$ cat src/rv_core_settings.svh
`ifndef RV_CORE_SETTINGS_SVH
`define RV_CORE_SETTINGS_SVH

// integer register and datapath width
`define XLEN 64

// five bits address x0..x31
`define REG_ID_WIDTH 5

// base ISA only, no compressed encodings
`define INST_WIDTH 32

// first fetch address after reset
`define RESET_PC 64'h8000_0000

`endif
$ cat src/rv_core_pkg.sv
`include "rv_core_settings.svh"

package rv_core_pkg;

  // data, immediates and program counter
  typedef logic [`XLEN-1:0] word_t;

  // architectural register index
  typedef logic [`REG_ID_WIDTH-1:0] reg_id_t;

  // raw fetched instruction
  typedef logic [`INST_WIDTH-1:0] inst_t;

  // alu function select
  // pass returns operand two unchanged
  typedef enum logic [0:0] {
    ALU_ADD,
    ALU_PASS
  } alu_op_e;

  // decode to execute pipeline register
  typedef struct packed {
    logic    valid;
    word_t   pc;
    reg_id_t rd;
    reg_id_t rs1;
    reg_id_t rs2;
    word_t   imm;
    logic    use_imm;
    logic    use_pc;
    alu_op_e alu_op;
    logic    writes_rd;
    logic    is_ebreak;
    logic    is_illegal;
  } decoded_t;

  // one record per retired instruction
  typedef struct packed {
    logic    valid;
    word_t   pc;
    reg_id_t rd;
    word_t   data;
    logic    wrote;
    logic    illegal;
    logic    ebreak;
  } retire_t;

endpackage

$ cat src/rv_core.sv
module rv_core (
  input  logic                 clk,
  input  logic                 reset,
  input  rv_core_pkg::inst_t   inst,
  output rv_core_pkg::word_t   current_pc,
  output rv_core_pkg::word_t   next_pc,
  output rv_core_pkg::retire_t retire,
  output logic                 halted
);

  // decode to fetch freeze
  logic                  halt_req;
  // decode to execute pipeline register
  rv_core_pkg::decoded_t dec;

  // inst belongs to current_pc in the same cycle
  fetch_pc u_fetch_pc (
    .clk      (clk),
    .reset    (reset),
    .halt_req (halt_req),
    .pc       (current_pc),
    .next_pc  (next_pc)
  );

  // first stage, registers the decoded fields
  decode_stage u_decode_stage (
    .clk      (clk),
    .reset    (reset),
    .inst     (inst),
    .pc       (current_pc),
    .halt_req (halt_req),
    .dec      (dec)
  );

  // second stage
  // regfile read, alu and write back
  execute_stage u_execute_stage (
    .clk    (clk),
    .reset  (reset),
    .dec    (dec),
    .retire (retire),
    .halted (halted)
  );

endmodule

$ cat src/execute_stage.sv
module execute_stage (
  input  logic                  clk,
  input  logic                  reset,
  input  rv_core_pkg::decoded_t dec,
  output rv_core_pkg::retire_t  retire,
  output logic                  halted
);

  rv_core_pkg::word_t   rdata_1;
  rv_core_pkg::word_t   rdata_2;
  rv_core_pkg::word_t   op_a;
  rv_core_pkg::word_t   op_b;
  rv_core_pkg::word_t   result;
  logic                 wen;
  rv_core_pkg::retire_t retire_d;

  // read in execute, write at end of the same cycle
  // so the next instruction sees the value without forwarding
  register_file u_register_file (
    .clk     (clk),
    .reset   (reset),
    .wen     (wen),
    .rd      (dec.rd),
    .wdata   (result),
    .rs1     (dec.rs1),
    .rs2     (dec.rs2),
    .rdata_1 (rdata_1),
    .rdata_2 (rdata_2)
  );

  // operand muxes
  assign op_a = dec.use_pc ? dec.pc : rdata_1;
  assign op_b = dec.use_imm ? dec.imm : rdata_2;

  // alu
  always_comb begin
    case (dec.alu_op)
      rv_core_pkg::ALU_ADD: result = op_a + op_b;
      default: result = op_b;
    endcase
  end

  // x0 destination retires as no write
  assign wen = dec.valid && dec.writes_rd && (dec.rd != '0);

  // retire record
  always_comb begin
    retire_d.valid = dec.valid;
    retire_d.pc = dec.pc;
    retire_d.rd = dec.rd;
    retire_d.data = result;
    retire_d.wrote = wen;
    retire_d.illegal = dec.valid && dec.is_illegal;
    retire_d.ebreak = dec.valid && dec.is_ebreak;
  end

  always_ff @(posedge clk) begin
    if (reset) begin
      retire <= '0;
      halted <= 1'b0;
    end else begin
      retire <= retire_d;
      // sticky until reset
      if (dec.valid && dec.is_ebreak) begin
        halted <= 1'b1;
      end
    end
  end

endmodule

$ cat src/register_file.sv
module register_file (
  input  logic                 clk,
  input  logic                 reset,
  input  logic                 wen,
  input  rv_core_pkg::reg_id_t rd,
  input  rv_core_pkg::word_t   wdata,
  input  rv_core_pkg::reg_id_t rs1,
  input  rv_core_pkg::reg_id_t rs2,
  output rv_core_pkg::word_t   rdata_1,
  output rv_core_pkg::word_t   rdata_2
);

  // x1..x31 only, x0 has no storage
  rv_core_pkg::word_t regs [1:31];

  // write port, index zero falls through
  always_ff @(posedge clk) begin
    if (reset) begin
      for (int i = 1; i < 32; i++) begin
        regs[i] <= '0;
      end
    end else if (wen && (rd != '0)) begin
      regs[rd] <= wdata;
    end
  end

  // read ports, x0 always reads zero
  assign rdata_1 = (rs1 == '0) ? '0 : regs[rs1];
  assign rdata_2 = (rs2 == '0) ? '0 : regs[rs2];

endmodule

$ cat src/decode_stage.sv
`include "rv_core_settings.svh"

module decode_stage (
  input  logic                  clk,
  input  logic                  reset,
  input  rv_core_pkg::inst_t    inst,
  input  rv_core_pkg::word_t    pc,
  output logic                  halt_req,
  output rv_core_pkg::decoded_t dec
);

  // major opcodes
  localparam logic [6:0] OPC_OP_IMM = 7'b0010011;
  localparam logic [6:0] OPC_OP     = 7'b0110011;
  localparam logic [6:0] OPC_AUIPC  = 7'b0010111;

  // funct fields for the add flavours
  localparam logic [2:0] F3_ADD = 3'b000;
  localparam logic [6:0] F7_ADD = 7'b0000000;

  // ebreak has exactly one legal encoding
  localparam rv_core_pkg::inst_t EBREAK_INST = 32'h0010_0073;

  logic [6:0]            opcode;
  logic [2:0]            funct3;
  logic [6:0]            funct7;
  logic                  is_addi;
  logic                  is_add;
  logic                  is_auipc;
  logic                  is_ebreak;
  rv_core_pkg::word_t    imm_i;
  rv_core_pkg::word_t    imm_u;
  rv_core_pkg::decoded_t dec_d;
  logic                  halted;

  // field slices
  assign opcode = inst[6:0];
  assign funct3 = inst[14:12];
  assign funct7 = inst[31:25];

  // instruction match
  assign is_addi   = (opcode == OPC_OP_IMM) && (funct3 == F3_ADD);
  assign is_add    = (opcode == OPC_OP) && (funct3 == F3_ADD) && (funct7 == F7_ADD);
  assign is_auipc  = (opcode == OPC_AUIPC);
  assign is_ebreak = (inst == EBREAK_INST);

  // i-type immediate, sign extended from bit 31
  assign imm_i = {{(`XLEN-12){inst[31]}}, inst[31:20]};
  // u-type: upper 20 bits, low 12 zero, then sign extended to xlen
  assign imm_u = {{(`XLEN-32){inst[31]}}, inst[31:12], 12'b0};

  // combinational decode
  always_comb begin
    dec_d = '0;
    // nothing after ebreak is allowed to become valid
    dec_d.valid = !halted;
    dec_d.pc = pc;
    dec_d.rd = inst[11:7];
    dec_d.rs1 = inst[19:15];
    dec_d.rs2 = inst[24:20];
    // default is a harmless pass of zero
    dec_d.alu_op = rv_core_pkg::ALU_PASS;
    dec_d.use_imm = 1'b1;
    dec_d.imm = '0;
    if (is_addi) begin
      dec_d.imm = imm_i;
      dec_d.alu_op = rv_core_pkg::ALU_ADD;
      dec_d.writes_rd = 1'b1;
    end else if (is_add) begin
      // register register form
      dec_d.use_imm = 1'b0;
      dec_d.alu_op = rv_core_pkg::ALU_ADD;
      dec_d.writes_rd = 1'b1;
    end else if (is_auipc) begin
      // pc relative, operand one is own pc
      dec_d.use_pc = 1'b1;
      dec_d.imm = imm_u;
      dec_d.alu_op = rv_core_pkg::ALU_ADD;
      dec_d.writes_rd = 1'b1;
    end else if (is_ebreak) begin
      dec_d.is_ebreak = 1'b1;
    end else begin
      // anything else retires without a write
      dec_d.is_illegal = 1'b1;
    end
  end

  // pipeline register and halt flag
  always_ff @(posedge clk) begin
    if (reset) begin
      dec <= '0;
      halted <= 1'b0;
    end else begin
      dec <= dec_d;
      if (is_ebreak && !halted) begin
        halted <= 1'b1;
      end
    end
  end

  // fetch freezes from the edge after ebreak capture
  // so pc parks at ebreak address plus four
  assign halt_req = halted;

endmodule

$ cat src/fetch_pc.sv
`include "rv_core_settings.svh"

module fetch_pc (
  input  logic               clk,
  input  logic               reset,
  input  logic               halt_req,
  output rv_core_pkg::word_t pc,
  output rv_core_pkg::word_t next_pc
);

  // sequential fetch only, no branches
  // halt freezes the counter where it is
  always_comb begin
    if (halt_req) begin
      next_pc = pc;
    end else begin
      next_pc = pc + rv_core_pkg::word_t'(4);
    end
  end

  // pc register
  always_ff @(posedge clk) begin
    if (reset) begin
      pc <= `RESET_PC;
    end else begin
      pc <= next_pc;
    end
  end

endmodule

$ cat config.mk
export PLATFORM = sky130hd
export DESIGN_NAME = rv_core
export DESIGN_NICKNAME = d
export VERILOG_FILES = /design/src/rv_core_pkg.sv /design/src/rv_core.sv /design/src/execute_stage.sv /design/src/register_file.sv /design/src/decode_stage.sv /design/src/fetch_pc.sv
export VERILOG_INCLUDE_DIRS = /design/src /design/src/src
export SDC_FILE = /design/constraint.sdc
export NUM_CORES = 2
export LEC_CHECK = 0
export BUFFER_PORTS_ARGS = -buffer_cell sky130_fd_sc_hd__buf_4
export CAP_MARGIN = 20
export CORE_ASPECT_RATIO = 1.2
export CORE_UTILIZATION = 55
export DETAILED_ROUTE_END_ITERATION = 16
export MAX_ROUTING_LAYER = met4
export PLACE_DENSITY = 0.72
export SLEW_MARGIN = 0
export SYNTH_ARGS = -nofsm -noshare
export SYNTH_HDL_FRONTEND = slang
export SYNTH_SLANG_ARGS = --single-unit
$ cat constraint.sdc
create_clock -name clk -period 11.9 [get_ports clk]
set_input_delay 2.38 -clock clk [delete_from_list [all_inputs] [get_ports clk]]
set_output_delay 2.38 -clock clk [all_outputs]
set_load 0.05 [all_outputs]
==> metrics.md <==
| Metric | Value |
|---|---|
| Maximum vdd drop | around 130 uV |
| Pin count of the biggest net entering global routing | 102 |
| Tightest Pin Transition | ~1.3 ns |
| GR Util met1 | between 50% and 60% |
| Skew final | about 0.06 ns |
| CTS Sinks | between 2000 and 2500 |
| Fmax achieved | ~0.12 GHz |
| Top cells by area, synth | edfxtp_1 51%, mux4_2 16%, nor2_1 6.5% |
| Post-Synthesis Cell Area | 121000 um2 |
| Worst Path Arrival | 9.33 ns |
| Crit path from | u_execute_stage.u_register_file.rs1[0] |
| Reg2reg path depth | 18 |
| Layout Nets | a little under 9000 |
| CTS tree | done |
| CTS max path bufs | 4 |
| Setup TNS | 0 ns |
| Num CTS Buffers | between 200 and 250 |
| Status | finished clean |
| Clock transition at the registers of the reported paths | approximately 0.060 ns |
| Area of the core | approximately 220000 um2 |
| M2 GR Usage | 59.3% |
| Hold Vio Cnt, Final | 0 |
| First-pass GRT wire length | 627000 um |
| Setup repair after global routing missed its margin | false |
| Die Area | around 220000 um2 |
| Worst-Skew Late Latency | 0.97 ns |
| Pwr/cell area | roughly 150 nW/um2 |
| Slew headroom | between 10% and 20% |
| Top Usage Layer GRT | met2 |
| Layout cells sized above 1 | roughly a quarter |
| Initial antenna violation count | 35 |
| YS warnings | 0 |
| Die height | 516 um |
| Maxcap violations | 0 |
| Min-delay worst type | flop to flop |
| Setup violators final | 0 |
| Reg2Reg Setup Slack | 3.24 ns |
| TritonRoute pass-1 iters | 8 |
| DRT antenna net count | 0 |
| Synth area leader | edfxtp_1 |
| Mapped Cells | about 8900 |
| Sequential fraction of the synthesis area | between 50 and 60% |
| Starting DRC count in detailed routing | around 17000 |
| Share of the synthesized area in the top cell type | ~51% |
| Total global-route track usage | between 40% and 50% |
| CTS resizes | 0 |
| Vias per cell | 7.37 |
| Post-synth cell types | 96 |
| Hpwl dp | 255000 um |
| Grt ovf | 0 |
| EDFF count, synth | approximately 2000 |
| Hold_buf cts | 0 |
| H-Tree Depth | 4 |
| WL/cell | about 38 um |
| Startpoint types | flop |
| Reg2reg start | u_execute_stage.u_register_file.rs1[0] |
| Critical path destination | u_execute_stage.u_register_file.regs[19][52] |
| Min Hold Slack | approximately 0.44 ns |
| Port-buffer cells | a little under 300 |
| CP Class | flop to flop |
| Final wirelength | ~450000 um |
| Post-CTS Setup Bufs | 0 |
| Final Cycle Share | ~73% |
| CP Max Fanout | 79 |
| R2r endpoint | u_execute_stage.u_register_file.regs[19][52] |
| Drt drc | 0 |
| Syn Area/Cell | approximately 14 um2 |
| Setup crit end kind | flop |
| Via count | 87400 |
| Vias in the first global route | ~84000 |
| Synth Register Bits | ~2400 |
| Initial core utilization | 55.3% |
| P&R area growth vs syn | 9.14% |
| Core Rows | around 190 |
| Grt met3 use | about 16% |
| Top_reg_cell synth | edfxtp_1 |
| Slew Viols, Final | 0 |
| CTS Root Cell | clkbuf_16 |
| Min Tclk post-route | between 8 and 9 ns |
| IO Pins | 300 |
| Fraction of registers with async set/reset | 0% |
| Horiz. Die Dim | roughly 430 um |
| Required @ worst endpoint | 12.57 ns |
| Fillers | ~16000 |
| Pleak | roughly 47 nW |
| Final GP Congestion | ~1.1 |
==> Yosys cell counts (95+ instances only) <==
library cell	n
nor2_1	2102
edfxtp_1	2048
mux4_2	839
clkbuf_1	440
mux2i_1	415
dfxtp_1	315
nand2_1	225
buf_2	213
buf_4	209
a21oi_1	183
nor2b_1	152
mux2_2	148
o221ai_1	110
o22ai_1	105
a221oi_1	95
==> worst min-delay path by stage <==
stage,to,startpoint,depth (start not counted),slack [ns]
after detailed placement,u_execute_stage.retire[1],u_decode_stage.dec[0],1,0.43
final,u_execute_stage.retire[1],u_decode_stage.dec[0],1,0.44
after global placement,u_execute_stage.retire[1],u_decode_stage.dec[0],1,0.42
after floorplan,u_execute_stage.retire[1],u_decode_stage.dec[0],1,0.41
after CTS,u_execute_stage.retire[1],u_decode_stage.dec[0],1,0.44
after global routing,u_execute_stage.retire[1],u_decode_stage.dec[0],1,0.46
==> metal layers <==
layer | part of all wire (%) | routed length [um] | vias up
met5 | 0 | 0 | -
met3 | 17 | 79200 | 2141
met2 | 43 | 197000 | 8859
li1 | - | - | 33300
met4 | 7.0 | 31700 | 0
met1 | 32 | 146000 | 43200
==> sequential cells by signal, indices dropped and copies added, names as in the netlist <==
signal / count
u_decode_stage.halt_req: 1
u_execute_stage.u_register_file.regs: 2048
u_execute_stage.u_register_file.rs2: 5
u_execute_stage.retire: 135
u_execute_stage.u_register_file.rs1: 5
u_execute_stage.halted: 1
u_decode_stage.dec: 106
u_fetch_pc.pc: 62
==> worst max-delay path, stage by stage, from the launching register on <==
cell	delay (ns)
dfxtp_4	0.90
buf_4	0.87
buf_12	0.53
mux4_2	0.59
mux2_2	0.28
a221oi_1	0.42
a21oi_1	0.19
a22o_1	0.24
ha_1	0.39
nand4_1	0.26
or3_1	0.51
nand2b_1	0.18
nor3_1	0.53
o211ai_1	0.50
o211ai_1	0.43
a21oi_1	0.15
xnor2_1	0.21
mux2i_4	0.77
nor2_1	0.15
==> kinds of logic (layout without fill, tap and decap cells) <==
group / count (synthesis) / in the layout / synth area share (%)
and+or+nand+nor: 2841 / 2841 / 9.87
DFF: 2363 / 2363 / 56.1
other: 1 / 110 / 0.00310
xor gates and xnor gates: 115 / 115 / 0.846
muxes: 1455 / 1455 / 21.5
adders and majority gates: 65 / 65 / 0.679
AOI/OAI and AO/OA: 1028 / 1028 / 6.21
buffers and inverters: 1065 / 1044 / 4.78
==> per-stage QoR <==
step                cells  total power, mW  util [%]  setup slack [ns]  area, um2
finish              11900             20.1      60.4              3.24     132000
global route        11900             20.5      60.4              3.10     132000
CTS                 11800             20.0      60.2              3.50     132000
detailed placement  11400             12.5      56.7              3.49     124000
global placement    11400             12.5      56.7              3.57     124000
floorplan            9002             11.7         -              6.22     121000
==> area by class of cell <==
class / instances / area [um2] / area share, %
antenna: 40 / 100 / 0.0759
clock buffer: 331 / 6770 / 5.13
clock inverter: 112 / 930 / 0.705
inverter: 96 / 365 / 0.277
multi-input combinational: 5574 / 48100 / 36.5
sequential: 2363 / 67900 / 51.4
tap: 2850 / 3570 / 2.70
timing repair buffer: 505 / 4190 / 3.18
==> report_power, final <==
group | leakage (nW) | internal (mW) | switching (mW)
clock network | 3.82 | 4.25 | 3.35
logic | 19.3 | 0.957 | 2.09
registers | 23.7 | 9.29 | 0.198
==> cells in the final DEF (no fill, tap or decap), types with 70 or more instances in the layout <==
cell type	n
nor2_1	2101
edfxtp_1	2048
mux4_2	839
buf_4	472
mux2i_1	415
dfxtp_1	302
clkbuf_16	248
a21oi_1	182
nand2_1	160
nor2b_1	149
mux2_2	148
o221ai_1	110
o22ai_1	105
a221oi_1	95
a22o_1	92
o21ai_0	90
and2_1	89
xnor2_1	71
conb_1	70
Power figures use the tool's default switching activity.
